**src/source/lcs_macros.svh**
```systemverilog
// Lifecycle security subsystem widths and register map

`ifndef LCS_MACROS_SVH
`define LCS_MACROS_SVH

// Widths
`define LCS_LC_STATE_W      5
`define LCS_ERR_SRC_W       4
`define LCS_WB_ADDR_W       8

// Wishbone register byte offsets
`define LCS_REG_CTRL        8'h00   // Bit 0 manufacturing debug enable
`define LCS_REG_UNLOCK_LO   8'h04
`define LCS_REG_UNLOCK_HI   8'h08
`define LCS_REG_ERR_MASK    8'h0C
`define LCS_REG_ERR_STATUS  8'h10   // Write one to clear
`define LCS_REG_SEC_STATE   8'h14   // Read only

`endif

```
**src/source/lcs_pkg.sv**
```systemverilog
// Lifecycle security types

`include "lcs_macros.svh"

package lcs_pkg;

    // Lifecycle state as reported by OTP
    typedef enum logic [`LCS_LC_STATE_W-1:0] {
        lc_st_raw            = 5'h00,
        lc_st_test_locked0   = 5'h01,
        lc_st_test_locked1   = 5'h02,
        lc_st_test_locked2   = 5'h03,
        lc_st_test_locked3   = 5'h04,
        lc_st_test_locked4   = 5'h05,
        lc_st_test_locked5   = 5'h06,
        lc_st_test_locked6   = 5'h07,
        lc_st_test_unlocked0 = 5'h08,
        lc_st_test_unlocked1 = 5'h09,
        lc_st_test_unlocked2 = 5'h0A,
        lc_st_test_unlocked3 = 5'h0B,
        lc_st_test_unlocked4 = 5'h0C,
        lc_st_test_unlocked5 = 5'h0D,
        lc_st_test_unlocked6 = 5'h0E,
        lc_st_test_unlocked7 = 5'h0F,
        lc_st_dev            = 5'h10,
        lc_st_prod           = 5'h11,
        lc_st_prod_end       = 5'h12,
        lc_st_rma            = 5'h13,
        lc_st_scrap          = 5'h14,
        lc_st_invalid        = 5'h1F   // Catch-all for other codes
    } lc_state_e;

    // Translator FSM states
    typedef enum logic [2:0] {
        tr_reset           = 3'd0,
        tr_idle            = 3'd1,
        tr_non_debug       = 3'd2,
        tr_unprov_debug    = 3'd3,
        tr_manuf_non_debug = 3'd4,
        tr_manuf_debug     = 3'd5,
        tr_prod_non_debug  = 3'd6,
        tr_prod_debug      = 3'd7
    } trans_state_e;

    // Device lifecycle seen by the security logic
    typedef enum logic [1:0] {
        dlc_unprovisioned = 2'b00,
        dlc_manufacturing = 2'b01,
        dlc_production    = 2'b11
    } device_lifecycle_e;

endpackage

```
**src/source/lcs_err_agg.sv**
```systemverilog
// Fatal error aggregator

`timescale 1ns/100ps
`include "lcs_macros.svh"

module lcs_err_agg (
    input  logic                      clk,
    input  logic                      rst_n,
    input  logic [`LCS_ERR_SRC_W-1:0] fatal_err_i,   // Raw error sources
    input  logic [`LCS_ERR_SRC_W-1:0] err_mask_i,    // 1 hides the source
    input  logic [`LCS_ERR_SRC_W-1:0] err_clr_i,     // Clear pulse per bit
    output logic [`LCS_ERR_SRC_W-1:0] err_status_o,
    output logic                      state_error_o
);

    logic [`LCS_ERR_SRC_W-1:0] status_d;
    logic [`LCS_ERR_SRC_W-1:0] unmasked;

    // Set wins over clear in the same cycle
    assign status_d = (err_status_o & ~err_clr_i) | fatal_err_i;

    always_ff @(posedge clk or negedge rst_n) begin
        if (!rst_n) begin
            err_status_o <= '0;
        end else begin
            err_status_o <= status_d;
        end
    end

    // Mask only affects the state error, status stays visible
    assign unmasked      = err_status_o & ~err_mask_i;
    assign state_error_o = |unmasked;

endmodule

```
**src/source/lcs_dbg_regs.sv**
```systemverilog
// Debug control register block, Wishbone classic slave

`timescale 1ns/100ps
`include "lcs_macros.svh"

module lcs_dbg_regs (
    input  logic                       clk,
    input  logic                       rst_n,
    // Wishbone slave
    input  logic                       wb_cyc_i,
    input  logic                       wb_stb_i,
    input  logic                       wb_we_i,
    input  logic [`LCS_WB_ADDR_W-1:0]  wb_adr_i,
    input  logic [31:0]                wb_dat_i,
    input  logic [3:0]                 wb_sel_i,
    output logic [31:0]                wb_dat_o,
    output logic                       wb_ack_o,
    // Status in
    input  logic [`LCS_ERR_SRC_W-1:0]  err_status_i,
    input  lcs_pkg::device_lifecycle_e sec_lifecycle_i,
    input  logic                       sec_debug_locked_i,
    // Control out
    output logic                       manuf_dbg_en_o,
    output logic [63:0]                unlock_level_o,
    output logic [`LCS_ERR_SRC_W-1:0]  err_mask_o,
    output logic [`LCS_ERR_SRC_W-1:0]  err_clr_o
);

    logic        req;
    logic        wr_req;
    logic [31:0] rd_word;        // Current value at the addressed offset
    logic [31:0] wr_word;        // rd_word with the selected bytes replaced
    logic [31:0] unlock_lo_q;
    logic [31:0] unlock_hi_q;

    // Replace the bytes enabled by sel
    function automatic logic [31:0] byte_merge(
        input logic [31:0] old_val,
        input logic [31:0] new_val,
        input logic [3:0]  sel
    );
        logic [31:0] res;
        res = old_val;
        for (int b = 0; b < 4; b++) begin
            if (sel[b]) begin
                res[8*b +: 8] = new_val[8*b +: 8];
            end
        end
        return res;
    endfunction

    assign req    = wb_cyc_i && wb_stb_i && !wb_ack_o;   // New request only
    assign wr_req = req && wb_we_i;

    always_comb begin
        case (wb_adr_i)
            `LCS_REG_CTRL:       rd_word = {31'b0, manuf_dbg_en_o};
            `LCS_REG_UNLOCK_LO:  rd_word = unlock_lo_q;
            `LCS_REG_UNLOCK_HI:  rd_word = unlock_hi_q;
            `LCS_REG_ERR_MASK:   rd_word = {{(32-`LCS_ERR_SRC_W){1'b0}}, err_mask_o};
            `LCS_REG_ERR_STATUS: rd_word = {{(32-`LCS_ERR_SRC_W){1'b0}}, err_status_i};
            `LCS_REG_SEC_STATE:  rd_word = {29'b0, sec_debug_locked_i, sec_lifecycle_i};
            default:             rd_word = 32'b0;           // Unmapped
        endcase
    end

    assign wr_word        = byte_merge(rd_word, wb_dat_i, wb_sel_i);
    assign unlock_level_o = {unlock_hi_q, unlock_lo_q};

    // Ack one cycle after the request
    always_ff @(posedge clk or negedge rst_n) begin
        if (!rst_n) begin
            wb_ack_o <= 1'b0;
        end else begin
            wb_ack_o <= req;
        end
    end

    always_ff @(posedge clk) begin
        if (req) begin
            wb_dat_o <= rd_word;
        end
    end

    always_ff @(posedge clk or negedge rst_n) begin
        if (!rst_n) begin
            manuf_dbg_en_o <= 1'b0;
            unlock_lo_q    <= 32'b0;
            unlock_hi_q    <= 32'b0;
            err_mask_o     <= '0;
            err_clr_o      <= '0;
        end else begin
            err_clr_o <= '0;                        // Single-cycle pulse
            if (wr_req) begin
                case (wb_adr_i)
                    `LCS_REG_CTRL:      manuf_dbg_en_o <= wr_word[0];
                    `LCS_REG_UNLOCK_LO: unlock_lo_q    <= wr_word;
                    `LCS_REG_UNLOCK_HI: unlock_hi_q    <= wr_word;
                    `LCS_REG_ERR_MASK:  err_mask_o     <= wr_word[`LCS_ERR_SRC_W-1:0];
                    `LCS_REG_ERR_STATUS: begin
                        if (wb_sel_i[0]) begin
                            err_clr_o <= wb_dat_i[`LCS_ERR_SRC_W-1:0];
                        end
                    end
                    default: begin
                    end
                endcase
            end
        end
    end

endmodule

```
**src/source/lcs_sec_translator.sv**
```systemverilog
// Lifecycle to security state translator

`timescale 1ns/100ps

module lcs_sec_translator (
    input  logic                       clk,
    input  logic                       rst_n,
    input  logic                       otp_valid_i,
    input  lcs_pkg::lc_state_e         otp_lc_state_i,
    input  logic                       lc_prog_req_i,
    input  lcs_pkg::lc_state_e         lc_prog_state_i,
    input  logic                       state_error_i,
    input  logic                       manuf_dbg_en_i,
    input  logic [63:0]                unlock_level_i,
    output lcs_pkg::device_lifecycle_e sec_lifecycle_o,
    output logic                       sec_debug_locked_o
);
    import lcs_pkg::*;

    trans_state_e      state_q;
    trans_state_e      state_d;
    lc_state_e         otp_state_q;      // Latched OTP report
    device_lifecycle_e lifecycle_d;
    logic              locked_d;
    logic              scrap_req;
    logic              force_lock;

    assign scrap_req  = lc_prog_req_i && (lc_prog_state_i == lc_st_scrap);
    assign force_lock = scrap_req || state_error_i;

    // Everything falls back to reset while OTP is not valid
    always_ff @(posedge clk or negedge rst_n) begin
        if (!rst_n) begin
            state_q            <= tr_reset;
            otp_state_q        <= lc_st_raw;
            sec_lifecycle_o    <= dlc_production;
            sec_debug_locked_o <= 1'b1;
        end else if (otp_valid_i) begin
            state_q            <= state_d;
            otp_state_q        <= otp_lc_state_i;
            sec_lifecycle_o    <= lifecycle_d;
            sec_debug_locked_o <= locked_d;
        end else begin
            state_q            <= tr_reset;
            otp_state_q        <= lc_st_raw;
            sec_lifecycle_o    <= dlc_production;
            sec_debug_locked_o <= 1'b1;
        end
    end

    always_comb begin
        state_d     = state_q;
        lifecycle_d = dlc_production;   // Locked production unless a state says otherwise
        locked_d    = 1'b1;
        case (state_q)
            tr_reset: begin
                state_d = tr_idle;          // Only taken while valid
            end
            tr_idle: begin
                if (force_lock) begin
                    state_d = tr_non_debug;
                end else begin
                    case (otp_state_q)
                        lc_st_raw, lc_st_test_locked0, lc_st_test_locked1,
                        lc_st_test_locked2, lc_st_test_locked3, lc_st_test_locked4,
                        lc_st_test_locked5, lc_st_test_locked6: begin
                            state_d = tr_non_debug;
                        end
                        lc_st_test_unlocked0, lc_st_test_unlocked1, lc_st_test_unlocked2,
                        lc_st_test_unlocked3, lc_st_test_unlocked4, lc_st_test_unlocked5,
                        lc_st_test_unlocked6, lc_st_test_unlocked7: begin
                            state_d = tr_unprov_debug;
                        end
                        lc_st_dev:                  state_d = tr_manuf_non_debug;
                        lc_st_prod, lc_st_prod_end: state_d = tr_prod_non_debug;
                        lc_st_rma:                  state_d = tr_prod_debug;
                        default:                    state_d = tr_non_debug;  // Scrap, bad codes
                    endcase
                end
            end
            tr_non_debug: begin
                state_d = tr_non_debug;     // Left only when valid drops
            end
            tr_unprov_debug: begin
                if (force_lock) begin
                    state_d = tr_non_debug;
                end else begin
                    lifecycle_d = dlc_unprovisioned;
                    locked_d    = 1'b0;
                end
            end
            tr_manuf_non_debug: begin
                if (force_lock) begin
                    state_d = tr_non_debug;
                end else begin
                    lifecycle_d = dlc_manufacturing;
                    if (manuf_dbg_en_i) begin
                        state_d = tr_manuf_debug;
                    end
                end
            end
            tr_manuf_debug: begin
                if (force_lock) begin
                    state_d = tr_non_debug;
                end else begin
                    lifecycle_d = dlc_manufacturing;
                    locked_d    = 1'b0;
                end
            end
            tr_prod_non_debug: begin
                if (force_lock) begin
                    state_d = tr_non_debug;
                end else if (unlock_level_i != '0) begin
                    state_d = tr_prod_debug;  // Any nonzero level unlocks
                end
            end
            tr_prod_debug: begin
                if (force_lock) begin
                    state_d = tr_non_debug;
                end else begin
                    locked_d = 1'b0;        // Holds here
                end
            end
            default: begin
                state_d = tr_non_debug;
            end
        endcase
    end

endmodule

```
**src/source/lcs_top.sv**
```systemverilog
// Lifecycle security subsystem top

`timescale 1ns/100ps
`include "lcs_macros.svh"

module lcs_top (
    input  logic                       clk,
    input  logic                       rst_n,
    // OTP report
    input  logic                       otp_valid_i,
    input  lcs_pkg::lc_state_e         otp_lc_state_i,
    // Lifecycle controller programming request
    input  logic                       lc_prog_req_i,
    input  lcs_pkg::lc_state_e         lc_prog_state_i,
    // Fatal errors
    input  logic [`LCS_ERR_SRC_W-1:0]  fatal_err_i,
    // Wishbone slave
    input  logic                       wb_cyc_i,
    input  logic                       wb_stb_i,
    input  logic                       wb_we_i,
    input  logic [`LCS_WB_ADDR_W-1:0]  wb_adr_i,
    input  logic [31:0]                wb_dat_i,
    input  logic [3:0]                 wb_sel_i,
    output logic [31:0]                wb_dat_o,
    output logic                       wb_ack_o,
    // Security state
    output lcs_pkg::device_lifecycle_e sec_lifecycle_o,
    output logic                       sec_debug_locked_o
);

    logic                      manuf_dbg_en;
    logic [63:0]               unlock_level;
    logic [`LCS_ERR_SRC_W-1:0] err_mask;
    logic [`LCS_ERR_SRC_W-1:0] err_clr;
    logic [`LCS_ERR_SRC_W-1:0] err_status;
    logic                      state_error;

    lcs_dbg_regs u_dbg_regs (
        .clk                (clk),
        .rst_n              (rst_n),
        .wb_cyc_i           (wb_cyc_i),
        .wb_stb_i           (wb_stb_i),
        .wb_we_i            (wb_we_i),
        .wb_adr_i           (wb_adr_i),
        .wb_dat_i           (wb_dat_i),
        .wb_sel_i           (wb_sel_i),
        .wb_dat_o           (wb_dat_o),
        .wb_ack_o           (wb_ack_o),
        .err_status_i       (err_status),
        .sec_lifecycle_i    (sec_lifecycle_o),      // Readback of the live state
        .sec_debug_locked_i (sec_debug_locked_o),
        .manuf_dbg_en_o     (manuf_dbg_en),
        .unlock_level_o     (unlock_level),
        .err_mask_o         (err_mask),
        .err_clr_o          (err_clr)
    );

    lcs_err_agg u_err_agg (
        .clk           (clk),
        .rst_n         (rst_n),
        .fatal_err_i   (fatal_err_i),
        .err_mask_i    (err_mask),
        .err_clr_i     (err_clr),
        .err_status_o  (err_status),
        .state_error_o (state_error)
    );

    lcs_sec_translator u_sec_translator (
        .clk                (clk),
        .rst_n              (rst_n),
        .otp_valid_i        (otp_valid_i),
        .otp_lc_state_i     (otp_lc_state_i),
        .lc_prog_req_i      (lc_prog_req_i),
        .lc_prog_state_i    (lc_prog_state_i),
        .state_error_i      (state_error),
        .manuf_dbg_en_i     (manuf_dbg_en),
        .unlock_level_i     (unlock_level),
        .sec_lifecycle_o    (sec_lifecycle_o),
        .sec_debug_locked_o (sec_debug_locked_o)
    );

endmodule

```
**config.mk**
```make
export PLATFORM = sky130hd
export DESIGN_NAME = lcs_top
export DESIGN_NICKNAME = d
export VERILOG_FILES = /design/src/source/lcs_pkg.sv /design/src/source/lcs_err_agg.sv /design/src/source/lcs_dbg_regs.sv /design/src/source/lcs_sec_translator.sv /design/src/source/lcs_top.sv
export VERILOG_INCLUDE_DIRS = /design/src /design/src/source
export SDC_FILE = /design/constraint.sdc
export NUM_CORES = 1
export LEC_CHECK = 0
export ABC_AREA = 1
export BUFFER_PORTS_ARGS = -buffer_cell sky130_fd_sc_hd__buf_4
export CORE_AREA = 2 2 137 139
export CTS_BUF_LIST = sky130_fd_sc_hd__clkbuf_4 sky130_fd_sc_hd__clkbuf_8
export DETAILED_ROUTE_END_ITERATION = 7
export DIE_AREA = 0 0 139 141
export PLACE_DENSITY = 0.61
export SKIP_CTS_REPAIR_TIMING = 1
export SLEW_MARGIN = 10
export SYNTH_ARGS = -nofsm -noshare
export SYNTH_HDL_FRONTEND = slang
export SYNTH_SLANG_ARGS = --single-unit
```
**constraint.sdc**
```tcl
create_clock -name clk -period 2.7 [get_ports clk]
set_input_delay 0.675 -clock clk [delete_from_list [all_inputs] [get_ports clk]]
set_output_delay 0.675 -clock clk [all_outputs]
set_load 0.01 [all_outputs]
```
# Word level (Yosys, flattened, before mapping)
# Memories as Yosys holds them, arrays and structs flattened.
# Index checks and enable logic that the tools add are counted.
[word_totals]
register_bits = 121
latch_bits = 0
ram_bits = 0
mem_bits_ro = 96
inputBits = 65
output_inout_bits = 36
word_cells = 75
mem_count = 1
[mem_list]
columns = ["name", "depth", "width", "read_ports", "rd_clocked_by_memory_dff", "wr", "line", "source"]
rows = [
  ["(name not given)", 32, 3, 1, 0, 0, "lcs_sec_translator.sv:63", "case (otp_state_q)"],
]
[op_classes]
addsub = 0
n_mul = 0
n_div = 0
magnitude_cmp = 0
eq_ne = 16
n_shift = 0
muxes = 24
n_bitwise = 5
n_reduce_logical = 17
[op_table]
columns = ["cell", "n"]
rows = [
  ["one-hot mux 32 bit (6 select lines)", 1],
  ["nonzero test 64 bit", 1],
  ["2-to-1 mux 8 bit", 4],
  ["2-to-1 mux 3 bit", 7],
  ["one-hot mux 3 bit (6 select lines)", 1],
  ["== test 8 x 4 -> 1 bit (second input constant)", 2],
  ["== test 8 x 5 -> 1 bit (second input constant)", 2],
  ["== test 3 bit (second input constant)", 4],
  ["2-to-1 mux 4 bit", 3],
  ["bitwise AND 4 bit", 2],
  ["== test 8 x 3 -> 1 bit (second input constant)", 1],
  ["zero test 8 bit", 1],
  ["NOT 4 bit", 2],
  ["AND reduction 2 bit", 4],
  ["== test 3 x 2 -> 1 bit (second input constant)", 2],
  ["2-to-1 mux 2 bit", 3],
  ["== test 5 bit (second input constant)", 1],
  ["2-to-1 mux 5 bit", 1],
  ["logical AND 1 bit", 4],
  ["!= test 4 x 2 -> 1 bit (second input constant)", 1],
  ["!= test 4 x 3 -> 1 bit (second input constant)", 1],
  ["bitwise OR 4 bit", 1],
  ["one-hot mux 2 bit (2 select lines)", 1],
  ["OR reduction 4 bit", 1],
  ["9 further kinds", 11],
]

# Longest topological paths before layout
[logic_depth]
word_depth = 7
depth_mapped = 12
ltp_nobuf = 11

# By module
# Synthesis repeated with hierarchy kept, for this count alone.
[hier_totals]
cells_unflattened = 760
hier_area_um2 = 6343.6
[by_module_without_submodules]
columns = ["mod", "instances", "cells_per_inst", "area_each_um2"]
rows = [
  ["lcs_dbg_regs", 1, 594, 5325.1],
  ["lcs_sec_translator", 1, 141, 824.5],
  ["lcs_err_agg", 1, 25, 193.9],
]

# Worst setup path after synthesis
# No wires, ideal clock.
[synth_timing]
path_kind = "input to register"
start = "input port wb_cyc_i"
end = "register u_dbg_regs.unlock_lo_q[15]"
arrival_time_ns = 3.140
t_required_ns = 2.583
setup_slack_ns = -0.557
cell_stages = 8
n_path_buf = 1
cell_sequence = "nand2_1 > nor2_1 > nand2_1 > nor2_2 > inv_1 > clkbuf_1 > nand2_1 > nand2_1"
[synth_between]
elab_chain_len = 4
[synth_lines]
columns = ["item", "line", "source"]
rows = [
  ["start, declared", "lcs_top.sv:18", "input logic wb_cyc_i,"],
  ["logical AND 1 bit (2 in series)", "lcs_dbg_regs.sv:52", "assign req = wb_cyc_i && wb_stb_i && !wb_ack_o;"],
  ["named net u_dbg_regs.req", "lcs_dbg_regs.sv:29", "logic req;"],
  ["logical AND 1 bit", "lcs_dbg_regs.sv:53", "assign wr_req = req && wb_we_i;"],
  ["AND reduction 2 bit (no source line)", "-", ""],
  ["end signal, assigned", "lcs_dbg_regs.sv:97", "`LCS_REG_UNLOCK_LO: unlock_lo_q <= wr_word;"],
  ["end, declared", "lcs_dbg_regs.sv:33", "logic [31:0] unlock_lo_q;"],
]
# The timed path passes the listed nets, and every way through them passes these cells.
# A chain may end at the register's enable or synchronous reset.

# Final worst setup path
[layout_timing]
start = "register u_sec_translator.sec_lifecycle_o[1]"
end = "output port sec_lifecycle_o[1]"
[layout_lines]
columns = ["item", "line", "source"]
rows = [
  ["start, declared", "lcs_sec_translator.sv:15", "output lcs_pkg::device_lifecycle_e sec_lifecycle_o,"],
  ["start signal, assigned", "lcs_sec_translator.sv:36", "sec_lifecycle_o <= dlc_production;"],
  ["start signal, assigned", "lcs_sec_translator.sv:41", "sec_lifecycle_o <= lifecycle_d;"],
  ["start signal, assigned", "lcs_sec_translator.sv:46", "sec_lifecycle_o <= dlc_production;"],
  ["end, declared", "lcs_top.sv:27", "output lcs_pkg::device_lifecycle_e sec_lifecycle_o,"],
]
# No word-level cell between the ends.

==> summary.md <==
| Metric | Value |
|---|---|
| Sinks on Clock Net | about 120 |
| Crit Path Class | reg -> out |
| Vias in the first global route | 4,926 |
| Data arrival, critical path | 1.11 ns |
| Max transition margin | 56.7% |
| Synth Area in Adders | 0% |
| Global Route Usage Sum | 15.9% |
| Wire per inst | 13.5 um |
| Synth area leader | dfrtp_1 |
| Asr flop ratio synth | 73.6% |
| Clock share of power | around two fifths |
| Logic gate share of total power | 8.2% |
| Netlist cell types | 28 |
| DRC errors left | 0 |
| Sequential power share | 52.2% |
| Hold Vio Cnt, Final | 0 |
| CP peak stage delay | roughly 0.55 ns |
| Syn_area_per_cell | around 8.3 um2 |
| M1 WL | 6970 um |
| Switch share | approximately a quarter |
| Cell with the most instances after synthesis | nand2_1 |
| Simple-Gate Fraction of Synth Area | 30.3% |
| Pre-CTS WS | 0.511 ns |
| Final setup vio count | 0 |
| Tmin final | 1.79 ns |
| DR iter-0 viols | 223 |
| Worst vdd ir | 275 uV |
| Gate count of the mapped netlist | 751 |
| Post-route insts no fill | 1,105 |
| Worst Skew | 0.0132 ns |
| First-pass detailed-route iteration total | 4 |
| Clock insertion delay at the later pin of the skew report | 0.45 ns |
| TritonCTS clock tree | built |
| Worst-path cell chain | buf_4 |
| Synth top area share | 34.4% |
| Hold Crit Class | in -> async |
| WL final | approximately 15,000 um |
| Worst-Margin Slew | about 0.65 ns |
| Ys Warns | 0 |
| Leakage | 0.00370 uW |
| FILL cells | 1,869 |
| Post-synth EDFFs | 32 |
| Crit-path slowest cell | dfstp_2 |
| PwrDens | 486 nW/um2 |
| MaxCap Viol Count | 0 |
| Register area share after synthesis | 51.0% |
| Die height | about 140 um |
| Largest family of logic cells by synthesized area | simple AND/OR/NAND/NOR gates |
| Die area | 19,600 um2 |
| Final #Nets | 923 |
| CTS Root Cell | clkbuf_8 |
| CP top delay family | flip-flops |
| Status | completed |
| Setup_tns | 0 ns |
| Net Sw Power | 888 uW |
| Fin crit share | about two thirds |
| Layout cells sized above 1 | 25.7% |
| Highest Signal Layer | met4 |
| Mapped cell area | 6250 um2 |
| Xor/xnor cell area share of the yosys netlist | 0% |
| DR WL met3 | 679 um |
| Yosys reg bits | 121 |
| Clk pin slew, worst setup/hold paths | 0.07 ns |
| Endpoint class of the critical path | output port |
| Pin count of the biggest net entering global routing | 38 |
| PortBufs | 100 |
| Reg area | 3190 um2 |
| Inserted Diodes | 0 |
| Antenna violations before repair | 0 |
| H-tree lvl count | 4 |
| Buffers & Inverters on Critical Path | 1 |
| Routed Antenna Nets | 0 |
| Fmax | 0.559 GHz |
| Top cells by area, synth | dfrtp_1 (34%), edfxtp_1 (15%), nand2_1 (15%) |
| Core area | 18,300 um2 |
| Slew Limit Fails | 0 |
| Main synth FF type | dfrtp_1 |
| P_int | 2810 uW |
| Area of the multi-input gates | 2440 um2 |
| HPWL after detailed placement | 10,400 um |
| Startpoint class of the critical path | register |
| Met2 WL | ~7100 um |
| GP Congestion | about 0.81 |
| Syn nets | 816 |
| Num CTS Buffers | 17 |
| Compound-Gate Fraction of Synth Area | between 8 and 9% |
| CTS max path bufs | 2 |
| Total grt overflow | 0 |
| I/O pin cnt | slightly above 100 |
| Req. time, crit path | 2.03 ns |
| Via/cell ratio | 4.52 |
| RSZ-0062 raised after global routing | false |
| Multiplexer share of the synthesized area | 0% |
| FP Rows | 50 |
| Routed vias | about 5,000 |
| Worst hold margin | about 0.18 ns |
| Die width | ~140 um |
| Final worst setup slack | 0.913 ns |
| Synth-to-layout area growth | 21.5% |
| Synth top cells by count | nand2_1 (243), inv_1 (101), nand3_1 (88) |
| Initial Util | 34.2% |
| First-pass GRT wire length | 24,600 um |
| Inst Count DP | 1,073 |
| Crit path max fanout | 2 |
routing by layer:
metal	GRT usage, %	up-vias
met1	20.5	2309
li1	-	2560
met5	0	-
met2	26.9	110
met3	4.08	15
met4	4.31	0
cell type report:
cell class,count,share of cell area (%)
Clock buffer,21,3.56
Multi-Input combinational cell,483,32.1
Sequential cell,121,42.0
Clock inverter,11,1.05
Inverter,124,6.12
Tap cell,234,3.85
Timing Repair Buffer,111,11.3
sequential cells by signal (all words and copies together), names as in the netlist:
signal	flops
u_dbg_regs.wb_ack_o	1
u_dbg_regs.wb_dat_o	32
u_err_agg.err_status_o	4
u_sec_translator.sec_debug_locked_o	1
u_sec_translator.state_q	3
u_sec_translator.otp_state_q	5
u_sec_translator.sec_lifecycle_o	2
u_dbg_regs.manuf_dbg_en_o	1
u_dbg_regs.err_mask_o	4
u_dbg_regs.err_clr_o	4
u_dbg_regs.unlock_hi_q	32
u_dbg_regs.unlock_lo_q	32
logic make-up after synthesis:
| logic type | count (synthesis) |
|---|---|
| AND/OR/NAND/NOR | 440 |
| buffers and inverters | 147 |
| flip-flops | 121 |
| AO/OA/AOI/OAI | 43 |
per-stage QoR:
step | utilization, % | power, uW | instance area (um2)
after global routing | 41.6 | 3860 | 7600
final | 41.6 | 3690 | 7600
after CTS | 41.6 | 3740 | 7600
after global placement | 39.7 | 2270 | 7250
after floorplan | - | 2100 | 6260
after detailed placement | 39.7 | 2280 | 7250
path summary, 6_finish.rpt:
check	from	to	slack, ns	cells after the start
hold / removal	rst_n	u_dbg_regs.wb_ack_o	0.18	1
max in group asynchronous	rst_n	u_sec_translator.sec_lifecycle_o[0]	1.82	2
min in group clk	otp_lc_state_i[4]	u_sec_translator.otp_state_q[4]	0.42	3
setup / recovery	u_sec_translator.sec_lifecycle_o[1]	sec_lifecycle_o[1]	0.91	1
hold reg to reg	u_dbg_regs.err_clr_o[0]	u_err_agg.err_status_o[0]	0.42	1
setup reg to reg	u_dbg_regs.err_mask_o[3]	u_sec_translator.state_q[2]	1.06	9
power by group through the flow:
stage / Combinational (uW) / Sequential (uW) / Clock (uW)
5_1_grt: 342 / 1930 / 1590
4_1_cts: 312 / 1930 / 1500
3_5_place_dp: 311 / 1960 / 0
2_1_floorplan: 136 / 1970 / 0
6_report: 304 / 1930 / 1460
3_3_place_gp: 310 / 1960 / 0
layout by cell type, fill, tap and decap left out, types with 2 or more instances in the layout:
cell type,count
nand2_1,243
buf_4,109
inv_1,101
nand3_1,88
dfrtp_1,86
nor2_1,59
edfxtp_1,32
or2_2,30
inv_2,21
o22ai_4,20
clkbuf_8,18
o22ai_1,8
clkinv_1,7
o21ai_0,7
nand2_2,6
nand4_1,5
nor2_4,4
o21bai_1,4
a21oi_1,4
clkbuf_4,3
clkinv_2,3
dfstp_2,3
nor2_2,2
buf_12,2
Note: power is estimated with default switching activity, not from simulation.
